--- config.mk ---
export PLATFORM = sky130hd
export DESIGN_NAME = agu_unit
export DESIGN_NICKNAME = d
export VERILOG_FILES = /design/src/rs_isa_pkg.sv /design/src/rs_uarch_pkg.sv /design/src/agu_unit.sv
export SDC_FILE = /design/constraint.sdc
export NUM_CORES = 1
export LEC_CHECK = 0
export BUFFER_PORTS_ARGS = -buffer_cell sky130_fd_sc_hd__buf_2
export CAP_MARGIN = 20
export CORE_MARGIN = 2
export CORE_UTILIZATION = 44
export DETAILED_ROUTE_END_ITERATION = 10
export MAX_ROUTING_LAYER = met4
export PLACE_DENSITY = 0.88
export SYNTH_ARGS = -nofsm -noshare
export SYNTH_HDL_FRONTEND = slang
export SYNTH_SLANG_ARGS = --single-unit
--- constraint.sdc ---
create_clock -name clock -period 2.9 [get_ports clock]
set_input_delay 0 -clock clock [delete_from_list [all_inputs] [get_ports clock]]
set_output_delay 0 -clock clock [all_outputs]
set_load 0.05 [all_outputs]
--- src/rs_isa_pkg.sv ---
`default_nettype none

package rs_isa_pkg;

	// integer datapath width of the RV32 core
	localparam int xlen = 32;

	// register shifts only look at the low bits of the second operand
	localparam int shamt_w = 5;

	// enough bits to encode every ALU and multiply function below
	localparam int func_w = 4;

	typedef logic [xlen-1:0] word_t;
	typedef logic [shamt_w-1:0] shamt_t;

	// functions that the execute units understand
	// the last four are routed to the multiplier, everything else to the ALU
	typedef enum logic [func_w-1:0] {
		alu_add,
		alu_sub,
		alu_and,
		alu_or,
		alu_xor,
		alu_sll,
		alu_srl,
		alu_sra,
		alu_slt,
		alu_sltu,
		alu_mul,
		alu_mulh,
		alu_mulhsu,
		alu_mulhu
	} alu_func_e;

endpackage

`default_nettype wire
--- src/rs_uarch_pkg.sv ---
`default_nettype none

package rs_uarch_pkg;
	import rs_isa_pkg::*;

	// station geometry and the queue and register file sizes it refers to
	localparam int rs_sz = 5;
	localparam int sq_sz = 8;
	localparam int lq_sz = 8;
	localparam int prf_sz = 64;

	typedef logic [$clog2(rs_sz)-1:0] rs_idx_t;
	typedef logic [$clog2(sq_sz)-1:0] sq_idx_t;
	typedef logic [$clog2(lq_sz)-1:0] lq_idx_t;
	typedef logic [$clog2(prf_sz)-1:0] preg_t;

	// every instruction class owns a fixed slot, multiplies own two
	localparam rs_idx_t slot_alu = 3'd0;
	localparam rs_idx_t slot_load = 3'd1;
	localparam rs_idx_t slot_store = 3'd2;
	localparam rs_idx_t slot_mul0 = 3'd3;
	localparam rs_idx_t slot_mul1 = 3'd4;

	// one source operand, value is only meaningful once ready is set
	typedef struct packed {
		logic used;
		logic ready;
		preg_t tag;
		word_t value;
	} src_tag_t;

	// renamed instruction as it arrives from dispatch
	typedef struct packed {
		alu_func_e func;
		logic rd_mem;
		logic wr_mem;
		logic dest_valid;
		preg_t dest;
		src_tag_t src1;
		src_tag_t src2;
		word_t imm;
	} is_packet_t;

	// issue request from the station to one execute unit
	typedef struct packed {
		logic valid;
		is_packet_t pkt;
		rs_idx_t idx;
		sq_idx_t sq_pos;
		lq_idx_t lq_pos;
	} fu_req_t;

	// finished result waiting for the completion arbiter
	typedef struct packed {
		logic valid;
		rs_idx_t idx;
		logic dest_valid;
		preg_t dest;
		word_t result;
	} fu_done_t;

	typedef struct packed {
		logic valid;
		preg_t preg;
		word_t value;
	} cdb_t;

	typedef struct packed {
		logic valid;
		logic store;
		word_t addr;
		word_t data;
		sq_idx_t sq_pos;
		lq_idx_t lq_pos;
	} mem_req_t;

	// true for the functions that belong to the multiplier slots
	function automatic logic is_mul_func(alu_func_e f);
		return f inside {alu_mul, alu_mulh, alu_mulhsu, alu_mulhu};
	endfunction

endpackage

`default_nettype wire

--- src/agu_unit.sv ---
`timescale 1ns/1ps
`default_nettype none

module agu_unit
	import rs_isa_pkg::*, rs_uarch_pkg::*;
(
	input logic clock,
	input logic reset,
	input fu_req_t req,
	output logic ready,
	output fu_done_t done,
	input logic grant,
	output mem_req_t mem_req
);

	word_t addr;

	assign addr = req.pkt.src1.value + req.pkt.imm;
	assign ready = !done.valid || grant;

	always_ff @(posedge clock) begin
		// the memory request is a single-cycle pulse, memory never pushes back
		mem_req <= '{valid: req.valid, store: req.pkt.wr_mem, addr: addr,
			data: req.pkt.src2.value, sq_pos: req.sq_pos, lq_pos: req.lq_pos};
		// stores still report done so their slot gets released
		// their dest_valid is low and keeps them off the bus
		if (req.valid) begin
			done <= '{valid: 1'b1, idx: req.idx, dest_valid: req.pkt.dest_valid,
				dest: req.pkt.dest, result: addr};
		end else if (grant) begin
			done.valid <= 1'b0;
		end
		if (reset) begin
			mem_req.valid <= 1'b0;
			done.valid <= 1'b0;
		end
	end

endmodule

`default_nettype wire

; ---- Yosys cells after proc, flatten, opt, wreduce, memory -nomap -nowiden
; Index checks and enable logic that the tools add are counted.
; W data, S select, Z words.
[totals]
output_inout_bits = 116
word_cells = 17
regBits = 115
in_bits = 138
[op_classes]
add_sub_neg = 1
n_reduce_logical = 3
mux = 2
[op_table]
columns = cell, count
row1 = $add A32 B32 Y32, 1
row2 = $mux W1, 2
row3 = $reduce_bool A2 Y1, 1
row4 = $logic_not A1 Y1, 1
row5 = $logic_or A1 B1 Y1, 1

; ---- Depth between registers and ports, before layout
[logic_depth]
depth_word = 2
depth_mapped = 9
mapped_depth_nobuf = 9

; ---- Worst setup path before layout
; No wires, ideal clock.
[synth_path]
path_kind = input -> register
from = input port req[9] in the netlist's numbering
to = register done[26] in the netlist's numbering (data pin)
cell_stages = 9
arrival_time_ns = 1.824
slack_ns = 0.807
n_path_buf = 0
required_time_ns = 2.631
setup_time_ns = 0.269
cell_sequence = ha_1 fa_1 a21o_1 a31o_2 nand2_1 o221ai_1 a311oi_1 o21bai_1 xor2_1
[synth_via]
elab_chain_cells = 1
[synth_rtl]
columns = element, line_no
row1 = from (decl), agu_unit.sv:9  ; input fu_req_t req,
row2 = $add A32 B32 Y32, agu_unit.sv:18  ; assign addr = req.pkt.src1.value + req.pkt.imm;
row3 = via addr[26], agu_unit.sv:16  ; word_t addr;
row4 = to (signal assigned), agu_unit.sv:28  ; done <= '{valid: 1'b1, idx: req.idx, dest_valid: req.pkt.dest_valid,
row5 = to (decl), agu_unit.sv:11  ; output fu_done_t done,
; The timed path passes the listed nets, and every way through them passes these cells.
; A chain may end at the register's enable or synchronous reset.

; ---- Worst setup path after layout
[layout_path]
from = input port req[81] in the netlist's numbering
to = register mem_req[48] in the netlist's numbering
[layout_via]
elab_chain_cells = 1
[layout_rtl]
columns = element, line_no
row1 = $add A32 B32 Y32, agu_unit.sv:18
row2 = via addr[10], agu_unit.sv:16
row3 = to (signal assigned), agu_unit.sv:23  ; mem_req <= '{valid: req.valid, store: req.pkt.wr_mem, addr: addr,
row4 = to (decl), agu_unit.sv:13  ; output mem_req_t mem_req
; The timed path passes the listed nets, and every way through them passes these cells.

==> results.md <==
- RSZ-0062 raised after global routing: false
- Die footprint: roughly 11000 sq um
- CTS tree: built
- Yosys cell types: 50
- Clk Tree Root Cell: clkbuf_8
- Clk Latency, worst-skew pair: ~0.5 ns
- Post-CTS Setup Inserts: 0
- Iter 0 DRT Violations: 165
- Post-synth EDFFs: 42
- Via density: about 5.1
- DIE HEIGHT: 105 um
- Crit path max-delay cell type: dlygate4sd3_1
- Post-Syn Area per Cell: 12.5 sq um
- Synth top area cells: dfxtp_1 33%, edfxtp_1 28%, ha_1 8.7%, a21oi_1 3.2%, xor2_1 3.1%
- Post_cts resized: 0
- Outcome: finished clean
- Vias in the first global route: 4638
- DR pass1 iterations: 5
- Post-route core utilization: 0.744
- Crit path max fanout: 3
- Wl on met1: between 5000 and 6000 um
- Met3 routed WL: about 1000 um
- # fillers: ~600
- Io pins: 254
- Clock Tree Buf Depth: 2
- Count of pins over their slew limit: 0
- Final Setup Violations: 0
- Seq. cell area: around 2700 sq um
- Power Density: slightly below 800 nW/um^2
- Leak pwr: ~0.0035 uW
- Multi-input logic area: 1680 sq um
- Tightest Pin Transition: 1.04 ns
- Post-Syn Nets: roughly 530
- H-tree Lvls: 4
- Share of cells above drive strength 1: 0.390
- Max Clk Rate: ~370 MHz
- Worst setup margin: roughly 0.19 ns
- Tcrit/Tclk final: 0.936
- CP peak stage delay: approximately 0.57 ns
- Area grow syn2layout: 63.6%
- Net count, final: slightly below 900
- Starting Density: 0.455
- Worst Setup Path Type: primary input to flop
- Yosys top cell by area: dfxtp_1
- Final hold violations: 0
- Port Buf Inserts: 232
- Setup TNS: 0 ns
- DRC errors left: 0
- Share of Yosys cell area claimed by the top area cell type: 0.327
- Global route total overflow: 0
- Seq cells post-synth: roughly 120
- Worst endpoint required time: 3.35 ns
- Inserted Clock Buffers: 17
- Met2 WL: between 8000 and 9000 um
- Critical Path Source Type: primary input
- DP HPWL: between 9000 and 10000 um
- VDD IR-drop max: between 0.4 and 0.5 mV
- Remaining antenna violation count: 0
- CP arrival: around 3.2 ns
- Avg WL per Cell: approximately 18 um
- Largest net degree at the start of global routing: 44
- Clock skew: 0 ns
- Final GP Congestion: ~0.91
- Clock tree sinks: 115
- DR vias: 4317
- Synth Flop Type: dfxtp_1
- Share of synthesized registers carrying an async set or reset: 0
- Cell Area, Synth: about 4500 sq um
- Ys Warns: 0
- Initial antenna violation count: 1
- Post-synthesis sequential area ratio: 0.610
- Crit path time final: around 2.7 ns
- Die Wd: approximately 100 um
- Hold slack: between 0.02 and 0.025 ns
- Post-place setup slack: roughly 0.41 ns
- Num rows: 36
- Cells after Synth: approximately 360
- Number of max-cap violations: 0
- Worst-path cell chain: dlygate4sd3_1, buf_2, ha_1, fa_1, a21o_1, a31o_2, a21oi_1, o21ba_2, o21bai_1, a21oi_1, xnor2_1, dlygate4sd3_1
- Worst-path clk slew: about 0.06 ns
- Slew margin rel.: 0.307
- Worst Hold Class: primary input to flop
- Core area: a little under 10000 sq um
- Tot GR Track Use: 0.291
- DR top layer: met4
- Power consumption: between 5000 and 6000 uW
- Global-route wire length before repair: roughly 24000 um
- WL final: about 16000 um
- Setup crit end kind: flop
cells in the final DEF, fill, tap and decap left out, types with 5 or more instances in the layout:
| master | count |
|---|---|
| ha_1 | 31 |
| nand4_1 | 7 |
| xnor2_1 | 12 |
| nand3_1 | 7 |
| nand2_1 | 21 |
| o21bai_1 | 5 |
| a21o_1 | 18 |
| clkinv_4 | 5 |
| xor2_1 | 16 |
| a21oi_1 | 29 |
| nor2_1 | 10 |
| dlygate4sd3_1 | 97 |
| inv_1 | 10 |
| clkbuf_16 | 18 |
| buf_2 | 232 |
| dfxtp_1 | 73 |
| o21ai_0 | 13 |
| edfxtp_1 | 42 |
power breakdown:
part	switching (uW)	internal (uW)	total, uW	leakage (uW)
Combinational	1220	481	1700	0.00214
Sequential	65.6	1920	1980	0.00103
Clock	775	1180	1960	0.000287
Total	2060	3580	5640	0.00346
cell usage after synthesis, drive strengths merged, types with 7 or more instances:
master / count
edfxtp: 42
nand4: 7
a21oi: 29
ha: 31
xnor2: 12
inv: 10
nand2: 21
nor2: 10
a21o: 18
xor2: 16
nand3: 8
o21ai: 17
dfxtp: 73
clkbuf: 7
final cells by class:
| cell class | count | area share |
|---|---|---|
| Timing Repair Buffer | 329 | 0.292 |
| Inverter | 10 | 0.00514 |
| Tap cell | 133 | 0.0228 |
| Multi-Input combinational cell | 225 | 0.229 |
| Antenna cell | 2 | 0.000685 |
| Clock buffer | 20 | 0.0654 |
| Clock inverter | 12 | 0.0123 |
| Sequential cell | 115 | 0.373 |
layer usage:
layer  track usage  vias up
met5             -        -
met4         0.149        0
met3        0.0811       54
met2         0.526      227
met1         0.284     2034
li1              -     2002
stage by stage:
| step | std cells | instance area (sq um) |
|---|---|---|
| floorplan | 358 | 4470 |
| finish | 846 | 7310 |
| CTS | 844 | 7300 |
| detailed placement | 715 | 5760 |
| global placement | 715 | 5760 |
| global route | 845 | 7300 |
repair_timing:
action                                 4_1_cts  5_1_grt
hold buffers                                97        0
setup endpoints to repair                    0        0
endpoints found under the hold margin       77        0
cell families after synthesis:
logic type	synth area share
muxes	0.00448
buffers and inverters	0.0154
adders and majority gates	0.0913
and+or+nand+nor	0.0737
AOI/OAI and AO/OA	0.151
xor gates and xnor gates	0.0549
DFF	0.610
state kept, by name (all words and copies together) (netlist names):
name,cells
done,43
mem_req,72
final timing paths:
path                            cells past startpoint  slack [ns]  startpoint          end
worst min register to register                      2        0.59    done[42]     done[42]
worst max-delay path                               12        0.19     req[81]  mem_req[48]
worst min-delay path                                4        0.02     req[39]  mem_req[68]
worst max register to register                      2        2.16    done[42]     done[42]
worst max-delay path: cells and delay by family:
kind,cells,cell delay [ns]
buf+inv,3,1.25
fa+ha+maj,2,0.64
compound gates,6,1.11
xor+xnor,1,0.16
Note: power is estimated with default switching activity, not from simulation.
