File: src/rs_isa_pkg.sv
`default_nettype none

package rs_isa_pkg;

	// integer datapath width of the RV32 core
	localparam int xlen = 32;

	// register shifts only look at the low bits of the second operand
	localparam int shamt_w = 5;

	// enough bits to encode every ALU and multiply function below
	localparam int func_w = 4;

	typedef logic [xlen-1:0] word_t;
	typedef logic [shamt_w-1:0] shamt_t;

	// functions that the execute units understand
	// the last four are routed to the multiplier, everything else to the ALU
	typedef enum logic [func_w-1:0] {
		alu_add,
		alu_sub,
		alu_and,
		alu_or,
		alu_xor,
		alu_sll,
		alu_srl,
		alu_sra,
		alu_slt,
		alu_sltu,
		alu_mul,
		alu_mulh,
		alu_mulhsu,
		alu_mulhu
	} alu_func_e;

endpackage

`default_nettype wire
File: src/rs_uarch_pkg.sv
`default_nettype none

package rs_uarch_pkg;
	import rs_isa_pkg::*;

	// station geometry and the queue and register file sizes it refers to
	localparam int rs_sz = 5;
	localparam int sq_sz = 8;
	localparam int lq_sz = 8;
	localparam int prf_sz = 64;

	typedef logic [$clog2(rs_sz)-1:0] rs_idx_t;
	typedef logic [$clog2(sq_sz)-1:0] sq_idx_t;
	typedef logic [$clog2(lq_sz)-1:0] lq_idx_t;
	typedef logic [$clog2(prf_sz)-1:0] preg_t;

	// every instruction class owns a fixed slot, multiplies own two
	localparam rs_idx_t slot_alu = 3'd0;
	localparam rs_idx_t slot_load = 3'd1;
	localparam rs_idx_t slot_store = 3'd2;
	localparam rs_idx_t slot_mul0 = 3'd3;
	localparam rs_idx_t slot_mul1 = 3'd4;

	// one source operand, value is only meaningful once ready is set
	typedef struct packed {
		logic used;
		logic ready;
		preg_t tag;
		word_t value;
	} src_tag_t;

	// renamed instruction as it arrives from dispatch
	typedef struct packed {
		alu_func_e func;
		logic rd_mem;
		logic wr_mem;
		logic dest_valid;
		preg_t dest;
		src_tag_t src1;
		src_tag_t src2;
		word_t imm;
	} is_packet_t;

	// issue request from the station to one execute unit
	typedef struct packed {
		logic valid;
		is_packet_t pkt;
		rs_idx_t idx;
		sq_idx_t sq_pos;
		lq_idx_t lq_pos;
	} fu_req_t;

	// finished result waiting for the completion arbiter
	typedef struct packed {
		logic valid;
		rs_idx_t idx;
		logic dest_valid;
		preg_t dest;
		word_t result;
	} fu_done_t;

	typedef struct packed {
		logic valid;
		preg_t preg;
		word_t value;
	} cdb_t;

	typedef struct packed {
		logic valid;
		logic store;
		word_t addr;
		word_t data;
		sq_idx_t sq_pos;
		lq_idx_t lq_pos;
	} mem_req_t;

	// true for the functions that belong to the multiplier slots
	function automatic logic is_mul_func(alu_func_e f);
		return f inside {alu_mul, alu_mulh, alu_mulhsu, alu_mulhu};
	endfunction

endpackage

`default_nettype wire

File: src/mult_unit.sv
`timescale 1ns/1ps
`default_nettype none

module mult_unit
	import rs_isa_pkg::*, rs_uarch_pkg::*;
(
	input logic clock,
	input logic reset,
	input fu_req_t req,
	output logic ready,
	output fu_done_t done,
	input logic grant
);

	// bookkeeping that travels alongside the operands through the pipe
	typedef struct packed {
		logic valid;
		rs_idx_t idx;
		logic dest_valid;
		preg_t dest;
		alu_func_e func;
	} mul_meta_t;

	mul_meta_t s1_meta;
	mul_meta_t s2_meta;
	logic signed [xlen:0] s1_a;
	logic signed [xlen:0] s1_b;
	logic [2*xlen-1:0] s2_prod;
	word_t op_a;
	word_t op_b;
	logic a_signed;
	logic b_signed;
	logic stall;

	assign op_a = req.pkt.src1.value;
	assign op_b = req.pkt.src2.used ? req.pkt.src2.value : req.pkt.imm;

	// MULH treats both operands as signed, MULHSU only the first
	// for MUL the low half is the same either way
	assign a_signed = req.pkt.func inside {alu_mulh, alu_mulhsu};
	assign b_signed = req.pkt.func == alu_mulh;

	// an ungranted result in stage 3 freezes every stage behind it
	assign stall = done.valid && !grant;
	assign ready = !stall;

	always_ff @(posedge clock) begin
		if (!stall) begin
			s1_meta <= '{valid: req.valid, idx: req.idx, dest_valid: req.pkt.dest_valid,
				dest: req.pkt.dest, func: req.pkt.func};
			s1_a <= {a_signed & op_a[xlen-1], op_a};
			s1_b <= {b_signed & op_b[xlen-1], op_b};
			s2_meta <= s1_meta;
			// 33 by 33 bit signed product, the low 64 bits are exact
			s2_prod <= s1_a * s1_b;
			done.valid <= s2_meta.valid;
			done.idx <= s2_meta.idx;
			done.dest_valid <= s2_meta.dest_valid;
			done.dest <= s2_meta.dest;
			done.result <= (s2_meta.func == alu_mul) ? s2_prod[xlen-1:0] :
				s2_prod[2*xlen-1:xlen];
		end
		if (reset) begin
			s1_meta.valid <= 1'b0;
			s2_meta.valid <= 1'b0;
			done.valid <= 1'b0;
		end
	end

endmodule

`default_nettype wire

File: config.mk
export PLATFORM = sky130hd
export DESIGN_NAME = mult_unit
export DESIGN_NICKNAME = d
export VERILOG_FILES = /design/src/rs_isa_pkg.sv /design/src/rs_uarch_pkg.sv /design/src/mult_unit.sv
export SDC_FILE = /design/constraint.sdc
export NUM_CORES = 2
export LEC_CHECK = 0
export BUFFER_PORTS_ARGS = -buffer_cell sky130_fd_sc_hd__buf_2
export CORE_MARGIN = 2
export CORE_UTILIZATION = 40
export DETAILED_ROUTE_END_ITERATION = 10
export PLACE_DENSITY_LB_ADDON = 0.2
export RECOVER_POWER = 100
export SLEW_MARGIN = 5
export SYNTH_ARGS = -nofsm -noshare
export SYNTH_HDL_FRONTEND = slang
export SYNTH_SLANG_ARGS = --single-unit
File: constraint.sdc
create_clock -name clock -period 20.3 [get_ports clock]
set_clock_uncertainty 0.1 [all_clocks]
set_input_delay 1.015 -clock clock [delete_from_list [all_inputs] [get_ports clock]]
set_output_delay 1.015 -clock clock [all_outputs]
set_load 0.02 [all_outputs]
[Yosys cells after proc, flatten, opt, wreduce, memory -nomap -nowiden]
Index checks and enable logic that the tools add are counted.
Cells by class
  reduce and logical (&&, ||, !) cells: 4
  bitwise gates (word level): 2
  equality and inequality tests: 3
  mux-type cells: 2
  multipliers: 1
Operator list (number)
  33-bit by 33-bit multiplier with 64-bit output: 1
  32-bit 2-to-1 mux: 2
  4-bit == test, second input constant: 3
  1-bit bitwise AND: 2
  1-bit zero test: 2
  2-bit nonzero test: 1
  1-bit logical AND: 1
Word-level totals
  logic and storage cells: 30
  bits in registers: 203
  output and inout bits: 44
  input bits: 138

[Depth between registers and ports, before layout]
  word-level depth: 3
  depth in mapped cells: 30
  gate-level depth less buffers: 28

[Least setup slack after synthesis]
OpenSTA, ideal clock, no wires.
  path type: register to register
  start point: register s1_b[0]
  end point: register s2_prod[51], data pin
  path slack: 12.276 ns
  clock period less this slack: 8.024 ns
  cell stages (with the launch flop): 29
  arrival: 7.653 ns
  path buffers: 1
  data required time: 19.928 ns
  setup time: 0.272 ns
  cell sequence: edfxtp_1 -> clkbuf_1 -> and2_1 -> fa_1 -> inv_1 -> fa_1 -> inv_1 -> fa_1 -> inv_1 -> fa_1 -> fa_1 -> inv_1 -> fa_1 -> fa_1 -> inv_1 -> fa_1 -> inv_1 -> ha_1 -> a21oi_1 -> nor2b_1 -> o21a_1 -> nor4_2 -> o41ai_4 -> a31oi_2 -> o31ai_4 -> a31o_2 -> o31ai_1 -> nor3b_1 -> or4_1
On the way
  longest elaborated chain between the ends: 1
Ends and longest elaborated chain
  from (decl): line mult_unit.sv:27  | logic signed [xlen:0] s1_b;
  from (signal assigned): line mult_unit.sv:52  | s1_b <= {b_signed & op_b[xlen-1], op_b};
  33-bit by 33-bit multiplier with 64-bit output: line mult_unit.sv:55  | s2_prod <= s1_a * s1_b;
  to (signal assigned): line mult_unit.sv:55
  to (decl): line mult_unit.sv:28  | logic [2*xlen-1:0] s2_prod;
Every way passes these cells.
A chain may end at the register's enable or synchronous reset.

[Final worst setup path]
  start point: register s1_b[4]
  end point: register s2_prod[63], data pin
Same word-level chain as after synthesis.

==> results.json <==
{
  "synth_top_flop_cell": "sky130_fd_sc_hd__edfxtp_1",
  "yosys-mux-area-fraction_pct": 1.60,
  "clock_insertion_delay_worst_skew_ns": 0.64,
  "number_of_nets_with_antenna_violations_after_detailed_routing": 0,
  "synthCells": 4417,
  "r2r_setup_slack_ns": 9.49,
  "synth_adder_area_share_pct": 55.9,
  "dieWidth_um": 340,
  "yosys.area_share.simple_pct": 13.9,
  "gp_congestion": 0.857,
  "synth_compound_area_share_pct": 2.76,
  "postCtsHoldBufs": 0,
  "synth_xor_area_share_pct": 1.50,
  "grt_setup_unrepaired": "no",
  "register_area_share_after_synthesis_pct": 13.5,
  "detailed_place_hpwl_um": 91700,
  "r2r_end": "s2_prod[63]$_DFFE_PN_",
  "floorplan.die_area_um2": 115000,
  "grt_use_total_pct": 20.9,
  "postSynth.asyncResetShare_pct": 0,
  "ys.warnings.count": 0,
  "via_count_of_the_first_global_routing_pass": 31800,
  "critical_path.reg2reg.startpoint": "s1_b[4]$_DFFE_PN_",
  "clock-root-buffer": "sky130_fd_sc_hd__clkbuf_16",
  "status": "finished with violations",
  "synth_top_family_by_area": "adder cells",
  "slew_headroom_pct": -198,
  "synth.top_cell.area_share_pct": 50.0,
  "grt_antenna_before_repair": 8,
  "routedWlPerCell_um": 19.4,
  "final_nets": 5932,
  "worst-slew-pin-transition_ns": 4.44,
  "synth_area_per_cell_um2": 10.2,
  "fin_worst_hold_slack_ns": 0.304,
  "slew_limit_fails": 308,
  "cts_inserted_buffers": 28,
  "post_synth_main_area_contributors": "sky130_fd_sc_hd__fa_1 (50%), sky130_fd_sc_hd__edfxtp_1 (13%), sky130_fd_sc_hd__inv_1 (9.1%)",
  "max_freq_mhz": 92.5,
  "hold_path_origin": "s2_meta[11]$_DFFE_PN_",
  "cts.clk_slew.worst_paths_ns": 0.06,
  "critPathMaxStageDelay_ns": 1.20,
  "core_area_um2": 112000,
  "grt_first_pass_wirelength_um": 186000,
  "cts_repair_resize_count": 0,
  "reg2reg_depth": 25,
  "areaGrowthSynthToFinish_pct": 7.12,
  "synth_enable_flop_cells": 200,
  "grt_start_max_net_pins": 100,
  "tritoncts_clock_tree": "done",
  "dp.cells": 5927,
  "critical_path_arrival_ns": 11.07,
  "cpMostUsedCell": "sky130_fd_sc_hd__fa_1",
  "aggregate_negative_setup_slack_ns": 0,
  "buffers_inserted_during_post_cts_setup_optimization": 0,
  "hp-class": "reg2reg",
  "htreeDepth": 1,
  "synthDistinctLibCells": 53,
  "hold_viol_final": 0,
  "max-clock-path-buffers": 3,
  "worstPathRequired_ns": 20.56,
  "drt-initial-drc-count": 1475,
  "finish.cell_count_without_fillers": 5981,
  "cap_viol_max_count": 6,
  "final_min_period_over_clock_period_pct": 53.3,
  "finalCriticalPeriod_ns": 10.81,
  "worstSetupStartpointType": "flip-flop",
  "via_count": 29100,
  "crit_path_end_kind": "flip-flop",
  "core.rowCount": 123,
  "setup_viols_final": 0,
  "initial_core_util_pct": 40.2,
  "finalWirelength_um": 116000,
  "numClockSinks": 203,
  "cpMaxStageDelayCell": "sky130_fd_sc_hd__fa_1",
  "detail_route.first_pass.iterations": 5,
  "drive_above_1_share_pct": 5.83,
  "failed_checks": "capacitance limit, slew limit",
  "postSynthRegisterBits": 203,
  "number_of_primary_i_o_pins": 182,
  "min_path_cells": 0,
  "post_synthesis_cell_type_with_the_largest_combined_area": "sky130_fd_sc_hd__fa_1",
  "globalRoute.totalOverflow": 0,
  "route.detailed.vias_per_inst": 4.87,
  "drc": 0,
  "chip_height_um": 340,
  "synth.cell_area_um2": 45100,
  "critPathMaxFanout": 22,
  "place.port_buffers": 158,
  "path_class": "reg2reg",
  "hold-path-endpoint": "done[39]$_DFFE_PN_",
  "postSynthNetCount": 5892
}
registers in the layout, summed over array words and instances, names as in the netlist:
signal   count
done        43
s1_a        33
s1_b        33
s1_meta     15
s2_meta     15
s2_prod     64
logic make-up (layout without fill, tap and decap cells):
group	after synthesis	count (layout)
buf+inv	1315	1376
flops	203	203
mux	64	64
other cells	0	3
simple gates	1233	1233
xor+xnor	77	77
fa+ha+maj	1337	1337
compound gates	188	188
synthesized netlist by cell type (all sizes together), types with 19 or more instances:
cell type / n
edfxtp: 200
xnor2: 55
nor2: 31
nand3: 19
a21oi: 57
o21ai: 32
ha: 212
and2: 544
fa: 1125
clkbuf: 219
inv: 1090
mux2: 64
nor2b: 31
xor2: 22
nand2: 552
a21o: 35
cells in the final DEF, fill, tap and decap left out, types with 19 or more instances in the layout:
cell	n
sky130_fd_sc_hd__fa_1	1125
sky130_fd_sc_hd__inv_1	1089
sky130_fd_sc_hd__nand2_1	552
sky130_fd_sc_hd__and2_1	539
sky130_fd_sc_hd__ha_1	212
sky130_fd_sc_hd__edfxtp_1	200
sky130_fd_sc_hd__buf_2	109
sky130_fd_sc_hd__buf_4	70
sky130_fd_sc_hd__clkbuf_1	61
sky130_fd_sc_hd__a21oi_1	57
sky130_fd_sc_hd__xnor2_1	55
sky130_fd_sc_hd__a21o_1	35
sky130_fd_sc_hd__mux2_2	35
sky130_fd_sc_hd__nor2b_1	31
sky130_fd_sc_hd__nor2_1	31
sky130_fd_sc_hd__mux2_1	29
sky130_fd_sc_hd__o21ai_0	28
sky130_fd_sc_hd__clkbuf_16	28
sky130_fd_sc_hd__xor2_1	22
sky130_fd_sc_hd__nand3_1	19
layout make-up:
cell class	instances	area [um2]
Antenna cell	3	7.51
Clock buffer	37	774
Clock inverter	14	175
Fill cell	11000	63900
Inverter	1090	4090
Multi-Input combinational cell	2899	34000
Sequential cell	203	6070
Tap cell	1500	1880
Timing Repair Buffer	235	1280
metal layers:
| metal | wire [um] | vias up | share of wire (%) | global-route usage, % |
|---|---|---|---|---|
| met5 | 11 | - | 0.0095 | 0 |
| met4 | 3380 | 2 | 2.9 | 5.53 |
| met3 | 5180 | 173 | 4.5 | 2.47 |
| met2 | 56500 | 667 | 49 | 35.1 |
| met1 | 50900 | 15400 | 44 | 28.8 |
| li1 | - | 12900 | - | - |
through the flow:
stage / utilization [%] / worst slack, ns / area, um2
floorplan: - / 12.28 / 45100
global placement: 42.3 / 10.88 / 47500
detailed placement: 42.3 / 10.88 / 47500
CTS: 43.2 / 10.83 / 48400
global route: 43.0 / 8.95 / 48300
finish: 43.0 / 9.49 / 48300
worst max path at each step:
stage	startpoint	endpoint	slack [ns]	cells past startpoint
global route	s1_b[4]$_DFFE_PN_	s2_prod[63]$_DFFE_PN_	8.95	25
global placement	s1_b[4]$_DFFE_PN_	s2_prod[63]$_DFFE_PN_	10.88	22
CTS	s1_b[4]$_DFFE_PN_	s2_prod[63]$_DFFE_PN_	10.83	22
finish	s1_b[4]$_DFFE_PN_	s2_prod[63]$_DFFE_PN_	9.49	25
detailed placement	s1_b[4]$_DFFE_PN_	s2_prod[63]$_DFFE_PN_	10.88	22
floorplan	s1_b[0]$_DFFE_PN_	s2_prod[51]$_DFFE_PN_	12.28	28
worst max-delay path, delay by kind of cell (launching register included):
kind / cells / cell delay, ns
flops: 1 / 0.74
buf+inv: 6 / 2.04
compound gates: 4 / 1.16
fa+ha+maj: 9 / 5.09
xor+xnor: 1 / 0.14
simple gates: 5 / 1.23
Power is left out: the tool's default activity adds up to more than one toggle a clock period on the data nets, which glitch-free logic cannot reach.
