File: src/rs_isa_pkg.sv
`default_nettype none

package rs_isa_pkg;

	// integer datapath width of the RV32 core
	localparam int xlen = 32;

	// register shifts only look at the low bits of the second operand
	localparam int shamt_w = 5;

	// enough bits to encode every ALU and multiply function below
	localparam int func_w = 4;

	typedef logic [xlen-1:0] word_t;
	typedef logic [shamt_w-1:0] shamt_t;

	// functions that the execute units understand
	// the last four are routed to the multiplier, everything else to the ALU
	typedef enum logic [func_w-1:0] {
		alu_add,
		alu_sub,
		alu_and,
		alu_or,
		alu_xor,
		alu_sll,
		alu_srl,
		alu_sra,
		alu_slt,
		alu_sltu,
		alu_mul,
		alu_mulh,
		alu_mulhsu,
		alu_mulhu
	} alu_func_e;

endpackage

`default_nettype wire
File: src/rs_uarch_pkg.sv
`default_nettype none

package rs_uarch_pkg;
	import rs_isa_pkg::*;

	// station geometry and the queue and register file sizes it refers to
	localparam int rs_sz = 5;
	localparam int sq_sz = 8;
	localparam int lq_sz = 8;
	localparam int prf_sz = 64;

	typedef logic [$clog2(rs_sz)-1:0] rs_idx_t;
	typedef logic [$clog2(sq_sz)-1:0] sq_idx_t;
	typedef logic [$clog2(lq_sz)-1:0] lq_idx_t;
	typedef logic [$clog2(prf_sz)-1:0] preg_t;

	// every instruction class owns a fixed slot, multiplies own two
	localparam rs_idx_t slot_alu = 3'd0;
	localparam rs_idx_t slot_load = 3'd1;
	localparam rs_idx_t slot_store = 3'd2;
	localparam rs_idx_t slot_mul0 = 3'd3;
	localparam rs_idx_t slot_mul1 = 3'd4;

	// one source operand, value is only meaningful once ready is set
	typedef struct packed {
		logic used;
		logic ready;
		preg_t tag;
		word_t value;
	} src_tag_t;

	// renamed instruction as it arrives from dispatch
	typedef struct packed {
		alu_func_e func;
		logic rd_mem;
		logic wr_mem;
		logic dest_valid;
		preg_t dest;
		src_tag_t src1;
		src_tag_t src2;
		word_t imm;
	} is_packet_t;

	// issue request from the station to one execute unit
	typedef struct packed {
		logic valid;
		is_packet_t pkt;
		rs_idx_t idx;
		sq_idx_t sq_pos;
		lq_idx_t lq_pos;
	} fu_req_t;

	// finished result waiting for the completion arbiter
	typedef struct packed {
		logic valid;
		rs_idx_t idx;
		logic dest_valid;
		preg_t dest;
		word_t result;
	} fu_done_t;

	typedef struct packed {
		logic valid;
		preg_t preg;
		word_t value;
	} cdb_t;

	typedef struct packed {
		logic valid;
		logic store;
		word_t addr;
		word_t data;
		sq_idx_t sq_pos;
		lq_idx_t lq_pos;
	} mem_req_t;

	// true for the functions that belong to the multiplier slots
	function automatic logic is_mul_func(alu_func_e f);
		return f inside {alu_mul, alu_mulh, alu_mulhsu, alu_mulhu};
	endfunction

endpackage

`default_nettype wire

File: src/lsq_tail_tracker.sv
`timescale 1ns/1ps
`default_nettype none

module lsq_tail_tracker
	import rs_uarch_pkg::*;
(
	input logic clock,
	input logic reset,
	input logic alloc_load,
	input logic alloc_store,
	output sq_idx_t sq_tail,
	output lq_idx_t lq_tail
);

	// both tails are plain counters that wrap at the queue depth
	// the station reads the current values before they move
	always_ff @(posedge clock) begin
		if (reset) begin
			sq_tail <= '0;
			lq_tail <= '0;
		end else begin
			if (alloc_load) begin
				lq_tail <= lq_tail + lq_idx_t'(1);
			end
			if (alloc_store) begin
				sq_tail <= sq_tail + sq_idx_t'(1);
			end
		end
	end

	// one instruction per cycle is either a load or a store, never both
	assert property (@(posedge clock) disable iff (reset) !(alloc_load && alloc_store))
		else $error("load and store allocated in the same cycle");

endmodule

`default_nettype wire

File: config.mk
export PLATFORM = sky130hd
export DESIGN_NAME = lsq_tail_tracker
export DESIGN_NICKNAME = d
export VERILOG_FILES = /design/src/rs_isa_pkg.sv /design/src/rs_uarch_pkg.sv /design/src/lsq_tail_tracker.sv
export SDC_FILE = /design/constraint.sdc
export NUM_CORES = 1
export LEC_CHECK = 0
export ABC_CLOCK_PERIOD_IN_PS = 1000
export BUFFER_PORTS_ARGS = -buffer_cell sky130_fd_sc_hd__buf_2
export CORE_AREA = 2 2 39 41
export CTS_CLUSTER_SIZE = 30
export DETAILED_ROUTE_END_ITERATION = 6
export DIE_AREA = 0 0 41 43
export GPL_ROUTABILITY_DRIVEN = 0
export SYNTH_ARGS = -nofsm -noshare
export SYNTH_HDL_FRONTEND = slang
export SYNTH_SLANG_ARGS = --single-unit
File: constraint.sdc
create_clock -name clock -period 1 [get_ports clock]
set_input_delay 0.05 -clock clock [delete_from_list [all_inputs] [get_ports clock]]
set_output_delay 0.05 -clock clock [all_outputs]
set_load 0.03 [all_outputs]
Word-level counts from Yosys, hierarchy flattened
Cells that the tools add are included.
Operators by class
  $add $sub $neg: 2
  $mul: 0
  div/mod/pow operators: 0
  magnitude comparators: 0
  equality and inequality tests: 0
  shift-type cells: 0
  muxes and demuxes: 0
  bitwise logic cells: 0
  reductions and logical operators: 0
Operator list (count)
  3-bit by 1-bit adder with 3-bit output, second input constant: 2
Word-level totals
  register bits: 6
  bits in latches: 0
  memory bits (writable): 0
  ROM bits: 0
  output and inout bits: 6
  word-level logic and storage cells: 4
  memories kept: 0

Longest topological paths before layout
Gate-level depths: netlist of the first run.
  depth in word-level cells: 1
  mapped depth: 3
  mapped depth without buffers: 3

Worst setup path before layout of the first run
Ideal clock, no wire load.
  path type: register to register
  start: register lq_tail[0]
  end: register lq_tail[1]
  setup time: 0.115 ns
  arrival time: 0.965 ns
  setup slack: -0.080 ns
  stages on the path, launching flop included: 4
  period minus slack after synthesis: 1.080 ns
  path through: dfxtp_1 ha_1 mux2i_1 nor2_1
Between the ends
  word-level cells in the longest chain between the ends: 1
Ends and longest elaborated chain
  start: declaration: RTL line lsq_tail_tracker.sv:12  | output lq_idx_t lq_tail
  start signal: assignment: RTL line lsq_tail_tracker.sv:23  | lq_tail <= lq_tail + lq_idx_t'(1);
  3-bit by 1-bit adder with 3-bit output: RTL line lsq_tail_tracker.sv:23
No other way between the ends.
A chain may end at the register's enable or synchronous reset.

Worst setup path after layout of the first run
  start: register lq_tail[0]
  end: register lq_tail[2]
The elaborated chain is that of the path after synthesis.

==> impl_metrics.json, run 1 <==
{
  "grtUsageTotal": 0.0574,
  "arrival_ps": 1090,
  "finalPower_mw": 0.596,
  "critical_path_class": "register to register",
  "drc": 0,
  "cts_made_buffers": 3,
  "fin_cells": 50,
  "die-area_sq_mm": 0.00176,
  "worst-path-max-fanout": 3,
  "area_growth_pct": 38.1,
  "multiInputGateArea_sq_um": 123,
  "status": "finished clean",
  "start_kind": "register",
  "rr_worst_depth": 3,
  "clock_latency_ps": 240,
  "drt-total-wl_um": 444,
  "register_area_sq_um": 125,
  "diodes": 0,
  "worstMarginPinSlew_ps": 119,
  "synth-seq-cells": 6,
  "grt_pass1_wl_um": 634,
  "num_rows": 14,
  "antenna_found_initial": 0,
  "layout_commonest_cell": "buf_2",
  "final-hold-violation-count": 0,
  "use_met3": 0.0524,
  "maxCapViolCount": 0,
  "yosysTopAreaCellShare": 0.495,
  "switching_share": 0.267,
  "dr.pass1.iters": 3,
  "timing.final.crit_period_ps": 912,
  "cts_num_sinks": 6,
  "post_drt_wl_per_cell_um": 8.88,
  "die_x_um": 41,
  "fp.dieH_um": 43,
  "min_delay_path_depth": 2,
  "grt_busiest_layer": "met2",
  "synth_area_sq_um": 243,
  "synth_top_cell_by_area": "dfxtp_1",
  "htreeDepth": 1,
  "met1_usage": 0.0584,
  "vias": 199,
  "drive_above_1_share": 0.529,
  "peakVddDrop_mv": 0.841,
  "synth_warnings": 0,
  "synthTopCellsByArea": "dfxtp_1 (49%), ha_1 (10%), a21bo_2 (8.2%), mux2i_1 (8.2%), xnor2_1 (7.2%)",
  "cts_hold_buf": 0,
  "nFillCells": 157,
  "grt_pass1_vias": 171,
  "synthCells": 22,
  "p_leak_nw": 0.162,
  "cts-root-buf": "clkbuf_4",
  "cts_resized": 0,
  "rsz0062_at_grt": "no",
  "ys_types": 8,
  "cts_setup_buffers": 0,
  "critPathCaptureType": "register",
  "maxSlewViolCount": 0,
  "num_io_pins": 10,
  "p_switching_mw": 0.159,
  "power_frac_comb": 0.176,
  "clockBufferDepth": 2,
  "hold_class": "input pin to register",
  "viasPerCell": 3.98,
  "skew_ps": 2.82,
  "core_sq_mm": 0.00138,
  "path_clk_slew_ps": 40,
  "powerDensity_mw_per_mm2": 1780,
  "use_met2": 0.0719,
  "layout.nets": 42,
  "period_share": 0.912,
  "layout_common_cells": "buf_2 (9), nor2_1 (4), dfxtp_2 (4), clkbuf_4 (3)",
  "drt_iter0_markers": 3,
  "maxSlewHeadroom": 0.919,
  "p_seq_frac": 0.461,
  "syn_area_per_cell_sq_um": 11.0,
  "dp.cells": 47,
  "clkPwrFrac": 0.363,
  "intPower_mw": 0.436,
  "grt_overflow": 0,
  "io_buffers": 9,
  "tritoncts": "done",
  "ys_seq_area_frac": 0.495,
  "setup_tns_ps": 0,
  "ant_nets": 0,
  "max_freq_ghz": 1.10,
  "crit_required_ps": 1170,
  "syn_nets": 28,
  "setup_viol": 0,
  "initial_core_util": 0.175,
  "grt_max_degree": 7
}
[final timing paths]
| check | from | end | slack [ps] |
|---|---|---|---|
| hold / removal | reset | sq_tail[2] | 60 |
| setup reg to reg | lq_tail[0] | lq_tail[2] | 90 |
| hold reg to reg | sq_tail[1] | sq_tail[1] | 490 |
| setup / recovery | lq_tail[0] | lq_tail[2] | 90 |
[layout make-up]
| class | count | share of cell area |
|---|---|---|
| clock buffers | 3 | 0.0672 |
| flip-flops and latches | 6 | 0.373 |
| multi-input cells | 16 | 0.366 |
| well taps | 16 | 0.0597 |
| repair buffers | 9 | 0.134 |
[registers in the layout (all words and copies together) (netlist names)]
name / cells
sq_tail: 3
lq_tail: 3
[logic make-up (layout without fill, tap and decap cells)]
| logic type | count (synthesis) | count (layout) | synth area share |
|---|---|---|---|
| DFF | 6 | 6 | 0.495 |
| AOI/OAI and AO/OA | 4 | 4 | 0.124 |
| adders and majority gates | 2 | 2 | 0.103 |
| muxes | 2 | 2 | 0.0825 |
| xor gates and xnor gates | 2 | 2 | 0.0722 |
| buffers and inverters | 0 | 12 | 0 |
| and+or+nand+nor | 6 | 6 | 0.124 |
[worst max-delay path, stage by stage (launching register included)]
cell	delay, ps
dfxtp_2	330
ha_1	200
a21bo_2	210
a21oi_1	100
[routing by layer]
metal  part of all wire  routed length, um
met1               0.43                191
met3               0.11                 47
met4                  0                  0
met5                  0                  0
met2               0.46                206
[through the flow]
| stage | util | setup slack [ps] | hold WS, ps | cell area (sq um) |
|---|---|---|---|---|
| finish | 0.242 | 87.8 | 56.1 | 335 |
| floorplan | - | 48.6 | 115 | 248 |
| global route | 0.242 | 33.0 | 62.2 | 335 |
| CTS | 0.242 | 86.8 | 46.9 | 335 |
| detailed placement | 0.226 | 97.5 | 305 | 313 |
| global placement | 0.226 | 105 | 296 | 313 |
[cells in the mapped netlist]
cell type and count:
dfxtp_1 6, nor2_1 4, a21bo_2 2, a21oi_1 2, ha_1 2, mux2i_1 2
nand3b_1 2, xnor2_1 2
[power groups by stage]
| stage | Clock (mW) | Combinational [mW] | Sequential (mW) |
|---|---|---|---|
| detailed placement | 0 | 0.105 | 0.280 |
| global placement | 0 | 0.105 | 0.278 |
| global route | 0.243 | 0.113 | 0.276 |
| floorplan | 0 | 0.0350 | 0.313 |
| CTS | 0.232 | 0.106 | 0.275 |
| finish | 0.216 | 0.105 | 0.275 |
No activity file was read; power rests on OpenSTA's default activity.
==> run 2, diff against run 1 <==
--- a/config.mk
+++ b/config.mk
@@ -5,7 +5,7 @@
 export SDC_FILE = /design/constraint.sdc
 export NUM_CORES = 1
 export LEC_CHECK = 0
-export ABC_CLOCK_PERIOD_IN_PS = 1000
+export ABC_CLOCK_PERIOD_IN_PS = 800
 export BUFFER_PORTS_ARGS = -buffer_cell sky130_fd_sc_hd__buf_2
 export CORE_AREA = 2 2 39 41
 export CTS_CLUSTER_SIZE = 30
==> constraint.sdc (replaced) <==
create_clock -name clock -period 0.8 [get_ports clock]
set_input_delay 0.04 -clock clock [delete_from_list [all_inputs] [get_ports clock]]
set_output_delay 0.04 -clock clock [all_outputs]
set_load 0.03 [all_outputs]
==> run 2 against run 1 <==
Global-route usage increased by 1.5 points. The flow now finishes with violations (negative setup slack). Via count rose by 5.5%. Clock skew about the same. Clock power rose by 24%. Highest routed layer unchanged. Non-clock buffer count is 4 higher. Core utilization is 8.4 points higher. Largest cell class is now multi-input gates. Setup slack worse by 150 ps. Clock-buffer cell count unchanged. Critical path type is now register to output port.
==> impl_metrics.json, run 2 (same netlist as run 1, synthesis figures left out) <==
{
  "status": "finished with violations",
  "violations": "negative setup slack",
  "worstPathCellList": "buf_6 > buf_6",
  "worst-path-max-fanout": 2,
  "grt_pass1_vias": 210,
  "grt_busiest_layer": "met1",
  "layout_common_cells": "buf_6 (8), nor2_1 (4), dfxtp_4 (4), clkbuf_4 (3), buf_2 (3)",
  "powerDensity_mw_per_mm2": 1830,
  "p_leak_nw": 0.189,
  "fin_area_sq_um": 452,
  "setup_viol": 8,
  "path_clk_slew_ps": 40,
  "critPathCaptureType": "output port",
  "clock_latency_ps": 240,
  "clockBufferDepth": 2,
  "whs_ps": 32.9,
  "finalPower_mw": 0.826,
  "start_kind": "register",
  "min_delay_path_depth": 2,
  "num_rows": 14,
  "initial_core_util": 0.175,
  "critical_path_class": "register to output port",
  "io_buffers": 9,
  "period_share": 1.08,
  "hpwlAfterDp_um": 407,
  "drive_above_1_share": 0.711,
  "cts_num_sinks": 6,
  "grtUsageTotal": 0.0724,
  "grt_pass1_wl_um": 807,
  "antenna_found_initial": 0,
  "dp.cells": 51,
  "maxSlewViolCount": 0,
  "place_ws_ps": -74.4,
  "num_io_pins": 10,
  "crit_buf_inv": 2,
  "dr.pass1.iters": 4,
  "utilization": 0.326,
  "cts_made_buffers": 3,
  "drt-total-wl_um": 499,
  "tritoncts": "done",
  "cts_setup_buffers": 0,
  "vias": 210,
  "timing.final.crit_period_ps": 867,
  "layout_commonest_cell": "buf_6",
  "hold_class": "input pin to register",
  "path_depth": 2,
  "die-area_sq_mm": 0.00176,
  "htreeDepth": 1,
  "use_met2": 0.0844,
  "crit_required_ps": 760,
  "rsz0062_at_grt": "yes",
  "rr_startpoint": "sq_tail[0]",
  "fin_cells": 54,
  "cts-root-buf": "clkbuf_4",
  "crit_slowest_cell": "dfxtp_4",
  "reg_top3": "lq_tail (3), sq_tail (3)",
  "max_stage_delay_ps": 350,
  "crit_top_cell": "buf_6",
  "drt_iter0_markers": 2,
  "use_met3": 0.0314,
  "holdCritStartpoint": "reset",
  "maxCapViolCount": 0,
  "die_x_um": 41,
  "ant_nets": 0,
  "setup_tns_ps": -466,
  "core_sq_mm": 0.00138,
  "maxSlewHeadroom": 0.917,
  "post_drt_wl_per_cell_um": 9.24,
  "placed_cell_area_sq_um": 380,
  "cts_hold_buf": 0,
  "setup_slack_ps": -66.7,
  "skew_ps": 3.09,
  "crit_start": "sq_tail[0]",
  "met1_usage": 0.0968,
  "worstMarginPinSlew_ps": 121,
  "area_growth_pct": 86.1,
  "grt_max_degree": 7,
  "arrival_ps": 830,
  "layout.nets": 46,
  "max_freq_ghz": 1.15,
  "grt_overflow": 0,
  "path_delay_family": "flip-flops",
  "rr_worst_depth": 3,
  "viasPerCell": 3.89,
  "drc": 0,
  "diodes": 0,
  "fp.dieH_um": 43,
  "final-hold-violation-count": 0,
  "peakVddDrop_mv": 0.664
}
## run 2: power by group
group          total [mW]  switching, mW  internal (mW)  leakage (nW)
Combinational       0.211         0.0961          0.115         0.122
Clock               0.267         0.0979          0.169        0.0138
Sequential          0.348         0.0242          0.324        0.0528
## run 2: layer usage
layer / part of all wire / wire, um / vias to the layer above
met5: 0 / 0 / -
met4: 0 / 0 / 0
met1: 0.47 / 234 / 87
met2: 0.43 / 216 / 14
li1: - / - / 109
met3: 0.096 / 48 / 0
## run 2: repair_timing
action / CTS / global route
resized for setup: 13 / 3
endpoints found under the setup margin: 9 / 9
pin swaps: 2 / 1
## run 2: final timing paths
check                     to  slack [ps]
setup / recovery  sq_tail[0]         -70
hold / removal    sq_tail[2]          30
setup reg to reg  sq_tail[2]         -60
hold reg to reg   lq_tail[2]         530
## run 2: final cells by class
type,count,area (sq um)
fillers,142,932
multi-input cells,16,151
flip-flops and latches,6,138
repair buffers,13,120
clock buffers,3,22.5
well taps,16,20.0
