[config.mk]
export PLATFORM = sky130hd
export DESIGN_NAME = rs
export DESIGN_NICKNAME = d
export VERILOG_FILES = /design/src/rs_isa_pkg.sv /design/src/rs_uarch_pkg.sv /design/src/rs.sv
export SDC_FILE = /design/constraint.sdc
export NUM_CORES = 1
export LEC_CHECK = 0
export ABC_AREA = 1
export BUFFER_PORTS_ARGS = -buffer_cell sky130_fd_sc_hd__buf_4
export CAP_MARGIN = 30
export CORE_UTILIZATION = 30
export CTS_BUF_LIST = sky130_fd_sc_hd__clkbuf_4
export DETAILED_ROUTE_END_ITERATION = 10
export PLACE_DENSITY = 0.5
export SLEW_MARGIN = 20
export SYNTH_ARGS = -nofsm -noshare
export SYNTH_HDL_FRONTEND = slang
export SYNTH_SLANG_ARGS = --single-unit
[constraint.sdc]
create_clock -name clock -period 5.1 [get_ports clock]
set_input_delay 0.51 -clock clock [delete_from_list [all_inputs] [get_ports clock]]
set_output_delay 0.51 -clock clock [all_outputs]
set_load 0.02 [all_outputs]
[src/rs_isa_pkg.sv]
`default_nettype none

package rs_isa_pkg;

	// integer datapath width of the RV32 core
	localparam int xlen = 32;

	// register shifts only look at the low bits of the second operand
	localparam int shamt_w = 5;

	// enough bits to encode every ALU and multiply function below
	localparam int func_w = 4;

	typedef logic [xlen-1:0] word_t;
	typedef logic [shamt_w-1:0] shamt_t;

	// functions that the execute units understand
	// the last four are routed to the multiplier, everything else to the ALU
	typedef enum logic [func_w-1:0] {
		alu_add,
		alu_sub,
		alu_and,
		alu_or,
		alu_xor,
		alu_sll,
		alu_srl,
		alu_sra,
		alu_slt,
		alu_sltu,
		alu_mul,
		alu_mulh,
		alu_mulhsu,
		alu_mulhu
	} alu_func_e;

endpackage

`default_nettype wire
[src/rs_uarch_pkg.sv]
`default_nettype none

package rs_uarch_pkg;
	import rs_isa_pkg::*;

	// station geometry and the queue and register file sizes it refers to
	localparam int rs_sz = 5;
	localparam int sq_sz = 8;
	localparam int lq_sz = 8;
	localparam int prf_sz = 64;

	typedef logic [$clog2(rs_sz)-1:0] rs_idx_t;
	typedef logic [$clog2(sq_sz)-1:0] sq_idx_t;
	typedef logic [$clog2(lq_sz)-1:0] lq_idx_t;
	typedef logic [$clog2(prf_sz)-1:0] preg_t;

	// every instruction class owns a fixed slot, multiplies own two
	localparam rs_idx_t slot_alu = 3'd0;
	localparam rs_idx_t slot_load = 3'd1;
	localparam rs_idx_t slot_store = 3'd2;
	localparam rs_idx_t slot_mul0 = 3'd3;
	localparam rs_idx_t slot_mul1 = 3'd4;

	// one source operand, value is only meaningful once ready is set
	typedef struct packed {
		logic used;
		logic ready;
		preg_t tag;
		word_t value;
	} src_tag_t;

	// renamed instruction as it arrives from dispatch
	typedef struct packed {
		alu_func_e func;
		logic rd_mem;
		logic wr_mem;
		logic dest_valid;
		preg_t dest;
		src_tag_t src1;
		src_tag_t src2;
		word_t imm;
	} is_packet_t;

	// issue request from the station to one execute unit
	typedef struct packed {
		logic valid;
		is_packet_t pkt;
		rs_idx_t idx;
		sq_idx_t sq_pos;
		lq_idx_t lq_pos;
	} fu_req_t;

	// finished result waiting for the completion arbiter
	typedef struct packed {
		logic valid;
		rs_idx_t idx;
		logic dest_valid;
		preg_t dest;
		word_t result;
	} fu_done_t;

	typedef struct packed {
		logic valid;
		preg_t preg;
		word_t value;
	} cdb_t;

	typedef struct packed {
		logic valid;
		logic store;
		word_t addr;
		word_t data;
		sq_idx_t sq_pos;
		lq_idx_t lq_pos;
	} mem_req_t;

	// true for the functions that belong to the multiplier slots
	function automatic logic is_mul_func(alu_func_e f);
		return f inside {alu_mul, alu_mulh, alu_mulhsu, alu_mulhu};
	endfunction

endpackage

`default_nettype wire

[src/rs.sv]
`timescale 1ns/1ps
`default_nettype none

module rs
	import rs_uarch_pkg::*;
(
	input logic clock,
	input logic reset,
	input is_packet_t is_packet_in,
	input logic in_en,
	output logic free,
	input cdb_t cdb,
	input sq_idx_t sq_tail,
	input lq_idx_t lq_tail,
	input logic alu_ready,
	input logic mul_ready,
	input logic agu_ready,
	output fu_req_t alu_req,
	output fu_req_t mul_req,
	output fu_req_t agu_req,
	input logic rel_en,
	input rs_idx_t rel_idx,
	output logic alloc_load,
	output logic alloc_store
);

	// issued keeps a slot from being picked again while its unit works on it
	typedef struct packed {
		logic busy;
		logic issued;
		sq_idx_t sq_pos;
		lq_idx_t lq_pos;
		is_packet_t pkt;
	} rs_entry_t;

	rs_entry_t tbl [rs_sz];
	rs_idx_t alloc_idx;
	logic accept;
	is_packet_t new_pkt;
	logic [rs_sz-1:0] unit_rdy;
	logic [rs_sz-1:0] cand;
	logic sel_found;
	rs_idx_t sel_idx;

	// a source picks up the broadcast value when its tag is on the bus
	function automatic src_tag_t wake(src_tag_t s, cdb_t c);
		src_tag_t r;
		r = s;
		if (c.valid && s.used && !s.ready && s.tag == c.preg) begin
			r.ready = 1'b1;
			r.value = c.value;
		end
		return r;
	endfunction

	// stores and loads have one slot each, multiplies spill into slot 4
	always_comb begin
		if (is_packet_in.wr_mem) begin
			alloc_idx = slot_store;
		end else if (is_packet_in.rd_mem) begin
			alloc_idx = slot_load;
		end else if (!is_mul_func(is_packet_in.func)) begin
			alloc_idx = slot_alu;
		end else if (tbl[slot_mul0].busy) begin
			alloc_idx = slot_mul1;
		end else begin
			alloc_idx = slot_mul0;
		end
	end

	assign free = !tbl[alloc_idx].busy;
	assign accept = in_en && free;
	assign alloc_load = accept && is_packet_in.rd_mem;
	assign alloc_store = accept && is_packet_in.wr_mem;

	// a tag broadcast in the dispatch cycle would otherwise be missed
	always_comb begin
		new_pkt = is_packet_in;
		new_pkt.src1 = wake(is_packet_in.src1, cdb);
		new_pkt.src2 = wake(is_packet_in.src2, cdb);
	end

	// map each slot to the ready signal of the unit it feeds
	always_comb begin
		unit_rdy[slot_alu] = alu_ready;
		unit_rdy[slot_load] = agu_ready;
		unit_rdy[slot_store] = agu_ready;
		unit_rdy[slot_mul0] = mul_ready;
		unit_rdy[slot_mul1] = mul_ready;
	end

	// scanning downwards leaves the lowest-numbered candidate selected
	always_comb begin
		sel_found = 1'b0;
		sel_idx = '0;
		for (int i = rs_sz - 1; i >= 0; i--) begin
			cand[i] = tbl[i].busy && !tbl[i].issued && unit_rdy[i] &&
				(!tbl[i].pkt.src1.used || tbl[i].pkt.src1.ready) &&
				(!tbl[i].pkt.src2.used || tbl[i].pkt.src2.ready);
			if (cand[i]) begin
				sel_found = 1'b1;
				sel_idx = rs_idx_t'(i);
			end
		end
	end

	// all three requests carry the same payload, only one valid can be high
	always_comb begin
		alu_req.pkt = tbl[sel_idx].pkt;
		alu_req.idx = sel_idx;
		alu_req.sq_pos = tbl[sel_idx].sq_pos;
		alu_req.lq_pos = tbl[sel_idx].lq_pos;
		alu_req.valid = 1'b0;
		mul_req = alu_req;
		agu_req = alu_req;
		alu_req.valid = sel_found && sel_idx == slot_alu;
		agu_req.valid = sel_found && (sel_idx == slot_load || sel_idx == slot_store);
		mul_req.valid = sel_found && (sel_idx == slot_mul0 || sel_idx == slot_mul1);
	end

	always_ff @(posedge clock) begin
		if (reset) begin
			for (int i = 0; i < rs_sz; i++) begin
				tbl[i].busy <= 1'b0;
				tbl[i].issued <= 1'b0;
			end
		end else begin
			// wakeup only touches occupied slots
			for (int i = 0; i < rs_sz; i++) begin
				if (tbl[i].busy) begin
					tbl[i].pkt.src1 <= wake(tbl[i].pkt.src1, cdb);
					tbl[i].pkt.src2 <= wake(tbl[i].pkt.src2, cdb);
				end
			end
			if (rel_en) begin
				tbl[rel_idx].busy <= 1'b0;
				tbl[rel_idx].issued <= 1'b0;
			end
			if (sel_found) begin
				tbl[sel_idx].issued <= 1'b1;
			end
			// both tails are recorded before the tracker advances them
			if (accept) begin
				tbl[alloc_idx] <= '{busy: 1'b1, issued: 1'b0, sq_pos: sq_tail,
					lq_pos: lq_tail, pkt: new_pkt};
			end
		end
	end

	// the accepted slot was empty and holds the instruction one cycle later
	assert property (@(posedge clock) disable iff (reset)
		accept |-> !tbl[alloc_idx].busy ##1 tbl[$past(alloc_idx)].busy)
		else $error("dispatch into an occupied slot");

	// the arbiter may only release a slot whose instruction was issued
	assert property (@(posedge clock) disable iff (reset)
		rel_en |-> tbl[rel_idx].busy && tbl[rel_idx].issued)
		else $error("release of a slot that was never issued");

endmodule

`default_nettype wire

# Yosys cells after proc, flatten, opt, wreduce, memory -nomap -nowiden
# Memory sizes are Yosys's and may differ from the RTL's.
# Cells that the tools add are included.
# Widths: inputs -> output; s select.
dict set report word_totals {
  n_memories 1
  regBits 0
  ramBits 665
  output_inout_bits 408
  word_cells 229
  input_bits 180
}
dict set report op_classes {
  eq_ne 20
  reduce_logical 104
  n_mux 104
}
# name depth width rd rd_clocked_by_memory_dff wr line
set memory_table {}
lappend memory_table {tbl 5 133 7 0 8 rs.sv:36} ;# rs_entry_t tbl [rs_sz];
# op count
set ops {}
lappend ops {{$mux 32} 32}
lappend ops {{$eq 6x6->1} 12}
lappend ops {{$mux 1} 63}
lappend ops {{$logic_and 1x1->1} 62}
lappend ops {{$logic_not 1->1} 28}
lappend ops {{$mux 3} 9}
lappend ops {{$eq 4x4->1 const B} 4}
lappend ops {{$logic_or 1x1->1} 12}
lappend ops {{$eq 3x2->1 const B} 2}
lappend ops {{$reduce_bool 4->1} 1}
lappend ops {{$eq 3x1->1 const B} 1}
lappend ops {{$eq 3x3->1 const B} 1}
lappend ops {{$logic_not 3->1} 1}

# Longest topological paths before layout
# An unclocked memory read counts as a cell.
dict set report logic_depth {
  depth_word 14
  ltp_mapped 17
  mapped_depth_nobuf 14
}

# Least setup slack after synthesis
# OpenSTA, ideal clock, no wires.
dict set report synth_timing {
  path_kind {input to register}
  startpoint {in cdb[35] (netlist name)}
  endpoint {mem tbl[2][32] (netlist name), enable pin}
  path_slack_ns 0.874
  setup_time_ns 0.466
  arrival_ns 3.761
  cell_stages 5
  t_required_ns 4.634
  n_path_buf 1
  cell_sequence {buf_1 -> xor2_1 -> nor4_1 -> nand4_1 -> o21ai_0}
}
# element line
set synth_lines {}
lappend synth_lines {{start: declaration} rs.sv:12} ;# input cdb_t cdb,
lappend synth_lines {{end: declaration} rs.sv:36}

==> flow_results.org <==
** Drt
- In the routed design, unresolved DRC markers number 0.
- Dividing the detail-routed wire length by the instance count gives 20.4 um.
- The first detailed-routing pass took 5 iterations.
- Across all layers, the routed design uses 29400 vias.
- Once detail routing completed, the nets flagged for antenna violations numbered 0.
- After detailed routing, the total wire length is 126 mm.
- Starting DRT DRC Count :: 2342
- Vias per cell :: 4.77

** Layout
- Flip-flop count of the largest register after layout :: 671
- Area added between synthesis and finish :: 23.9%
- Top reg by flops :: tbl
- Fraction of final layout cells with drive strength greater than 1 :: 21.8%
- Largest registers :: tbl: 671 flops
- Nets :: 4665

** Power
- P_sw :: 3640 uW
- In this run the power density over the cells is 302 nW/um2.
- Gate power share :: 14.8%
- Int Power :: 9500 uW
- Max rail drop VDD :: 0.182 mV
- Switching power share of the total :: 27.7%
- Cell leakage power :: 0.0194 uW
- Proportion of power drawn by flip-flops and latches :: 47.3%
- Part of the power in the clock network :: 38.0%

** Logic synthesis
- Most area-hungry cell type in the Yosys netlist :: edfxtp_1
- Warnings from Yosys :: 0
- Main area contributors after synthesis :: edfxtp_1 57%, nand2_1 14%, nand3_1 9.0%
- Cell count after synthesis :: 3954
- Dominant register cell in the synthesized netlist :: edfxtp_1
- Most instantiated library cell after synthesis :: nand2_1
- In the synthesized netlist the async set-or-reset flop fraction comes to 0%.
- Sequential fraction of the synthesis area :: 57.1%
- By count the netlist is led by 1339 x nand2_1, 661 x edfxtp_1, 631 x nand3_1.
- After synthesis, the netlist uses 37 different library cells.
- Post-synthesis area per instance :: 8.87 um2
- Post-synthesis instance area :: 35100 um2
- Flop and latch count out of synthesis :: 671
- Area share of the leading cell type in the synthesized netlist :: 56.6%
- Number of enable-type register cells in the synthesized netlist :: 661

** Timing
- Measured against its own limit, the worst slew margin works out to 32.8%.
- Pin slew with the least headroom to its limit :: 1.01 ns
- Clock Skews :: 0.0663 ns
- For this run, the top clock speed supported by timing is 0.211 GHz.
- Final hold violation count :: 0
- Minimum period implied by the final worst setup slack :: 4.73 ns
- Final hold analysis gives a worst-case slack of 0.120 ns.
- The final critical path takes up 92.8% of the cycle.
- Final Max Slew Viols :: 0
- Setup violations remaining at the end of the flow were counted as 0.
- RSZ-0062 raised after global routing :: no
- Setup TNS :: 0 ns

** Setup path
- Highest net fanout along the worst path :: 73
- The setup check on the worst reg-to-reg path leaves a slack of 1.56 ns.
- The endpoint identified for the worst register-to-register timing path is tbl[2][69].
- Number of logic stages on the critical path including buffering :: 15
- Largest stage delay, worst path :: 0.45 ns
- The worst setup path is launched from a register.
- WP data arrival :: 4.22 ns
- On the critical path, the stage with the largest delay is an instance of inv_8.
- Traced cell by cell, the critical path runs through inv_2 -> nand2_1 -> nand2_1 -> nor2_4 -> nor2_2 -> nor2_4 -> inv_2 -> nand2_2 -> inv_8 -> buf_4 -> nand2_1 -> nand2_1 -> inv_1 -> a21oi_1 -> buf_4.
- Required @ worst endpoint :: 4.59 ns
- The critical path in this run is classified as reg -> out.
- Top cell family by delay on the critical path :: buffers and inverters
- CP dominant cell by count :: nand2_1
- The worst register-to-register path has a depth of 10.
- FF-to-FF Start :: tbl[3][132]
- Counting both buffers and inverters, the worst setup path holds a total of 6.
- STA classifies the critical path endpoint as an output pin.

** Floorplan
- Number of placement rows :: 125
- The core region is 116000 um2.
- 588 I/O pins were placed.
- Measured along the x axis, the die boundary spans 344 um.
- The floorplan step defined a die boundary enclosing 118000 um2.
- Die height :: 344 um
- For this configuration, the core starts out at a cell density of 30.2%.

** CTS
- The later pin in the worst-skew pair is clocked with a latency of 1.09 ns.
- Clock tree synthesis inserted a total of 187 buffers.
- Sink Count :: 671
- Clk root buf :: clkbuf_4
- The clock passes through at most 3 buffers.
- Buffers added to address setup during post-CTS repair amount to 0.
- TritonCTS built the clock tree.
- CTS HTree Levels :: 4
- Clock-pin slew reported for the worst setup and hold paths after clock tree synthesis :: 0.06 ns

** GRT
- Grt total ovfl :: 0
- Global-route usage over all layers :: 20.8%
- Vias in the first global route :: 28100
- Wire length of the first global-routing pass :: 181 mm
- Entering global routing, the biggest net connects 135 pins.
- Antenna violations before repair :: 11

** Placement
- The wire-length estimate of the detail-placed layout is 78.1 mm.
- Buffers added on ports :: 587
- Routability-driven placement finished with a final weighted congestion of 0.819.

** Hold path
- The worst hold path begins at is_packet_in[58].
- The tightest min-delay check is of the in -> reg type.
- Sink of the worst hold path :: tbl[4][58]
- Worst hold path stage count :: 5

** Job
- The tool flagged a number of max-cap violations equal to 0.

** Run status
- The flow ran to the end, and the final reports show no timing, DRC or antenna violations.
==> placed cells by master, fill, tap and decap left out, types with 27 or more instances in the layout <==
master / synthesis / final
buf_4: 294 / 631
dlygate4sd3_1: 0 / 186
nand3_1: 631 / 627
nor2_1: 264 / 257
edfxtp_1: 661 / 661
inv_1: 260 / 254
clkinv_1: 0 / 27
a21oi_1: 138 / 137
nand2_1: 1339 / 1337
clkbuf_4: 0 / 286
xor2_1: 34 / 34
==> logic make-up (layout without fill, tap and decap cells) <==
group | count (synthesis) | count (layout) | share of synthesized area, %
and+or+nand+nor | 2290 | 2290 | 27.3
DFF | 671 | 671 | 57.1
AOI/OAI and AO/OA | 170 | 170 | 2.47
xor gates and xnor gates | 54 | 54 | 1.35
other | 1 | 20 | 0.0107
buffers and inverters | 768 | 1430 | 11.8
==> worst max path at each step <==
stage                   endpoint               from  slack (ns)
floorplan             tbl[2][32]            cdb[35]        0.87
global placement     tbl[2][130]  is_packet_in[122]        1.25
detailed placement   tbl[2][107]  is_packet_in[124]        1.22
CTS                  mul_req[83]        tbl[0][110]        0.11
global route        agu_req[123]        tbl[0][110]        0.02
finish               agu_req[95]        tbl[2][110]        0.37
==> per-stage QoR <==
| step | setup slack (ns) | std cells | power [uW] | utilization (%) | instance area (um2) |
|---|---|---|---|---|---|
| 3_5_place_dp | 1.22 | 5633 | 8150 | 33.8 | 39200 |
| 3_3_place_gp | 1.25 | 5632 | 8140 | 33.8 | 39200 |
| 6_report | 0.366 | 6159 | 13100 | 37.5 | 43500 |
| 5_1_grt | 0.0234 | 6154 | 13700 | 37.5 | 43500 |
| 4_1_cts | 0.109 | 6144 | 13300 | 37.4 | 43400 |
| 2_1_floorplan | 0.874 | 3959 | 7480 | - | 35100 |
==> power by group through the flow <==
stage,clock [uW],sequential (uW),combinational (uW)
finish,4990,6210,1940
global route,5390,6210,2100
CTS,5120,6210,1960
detailed placement,0,6330,1830
global placement,0,6330,1820
floorplan,0,6330,1160
==> final cells by class <==
cell class,count,area [um2]
antenna,14,35.0
fill,11800,72600
clock inverter,39,228
tap,1524,1910
clock buffer,286,2150
multi-input combinational,2520,11100
timing repair buffer,834,6930
sequential,671,20000
inverter,271,1050
==> what timing repair did <==
action | 4_1_cts | 5_1_grt
resized for setup | 0 | 2
hold buffers | 186 | 0
endpoints found under the setup margin | 0 | 6
hold endpoints to repair | 669 | 0
==> layer usage <==
metal	share of wire, %	wire [um]	up-vias	global-route usage (%)
li1	-	-	14000	-
met1	42	53200	13900	26.9
met2	47	59500	1261	34.1
met3	8.0	10000	201	4.94
met4	2.4	2990	10	6.93
met5	0.047	59	-	0
==> tightest hold or removal path, cell delays in order <==
cell     delay, ns
buf_4         0.11
a21oi_1       0.11
nor2_1        0.13
nand2_1       0.08
nand2_1       0.04
Note: power is estimated with default switching activity, not from simulation.
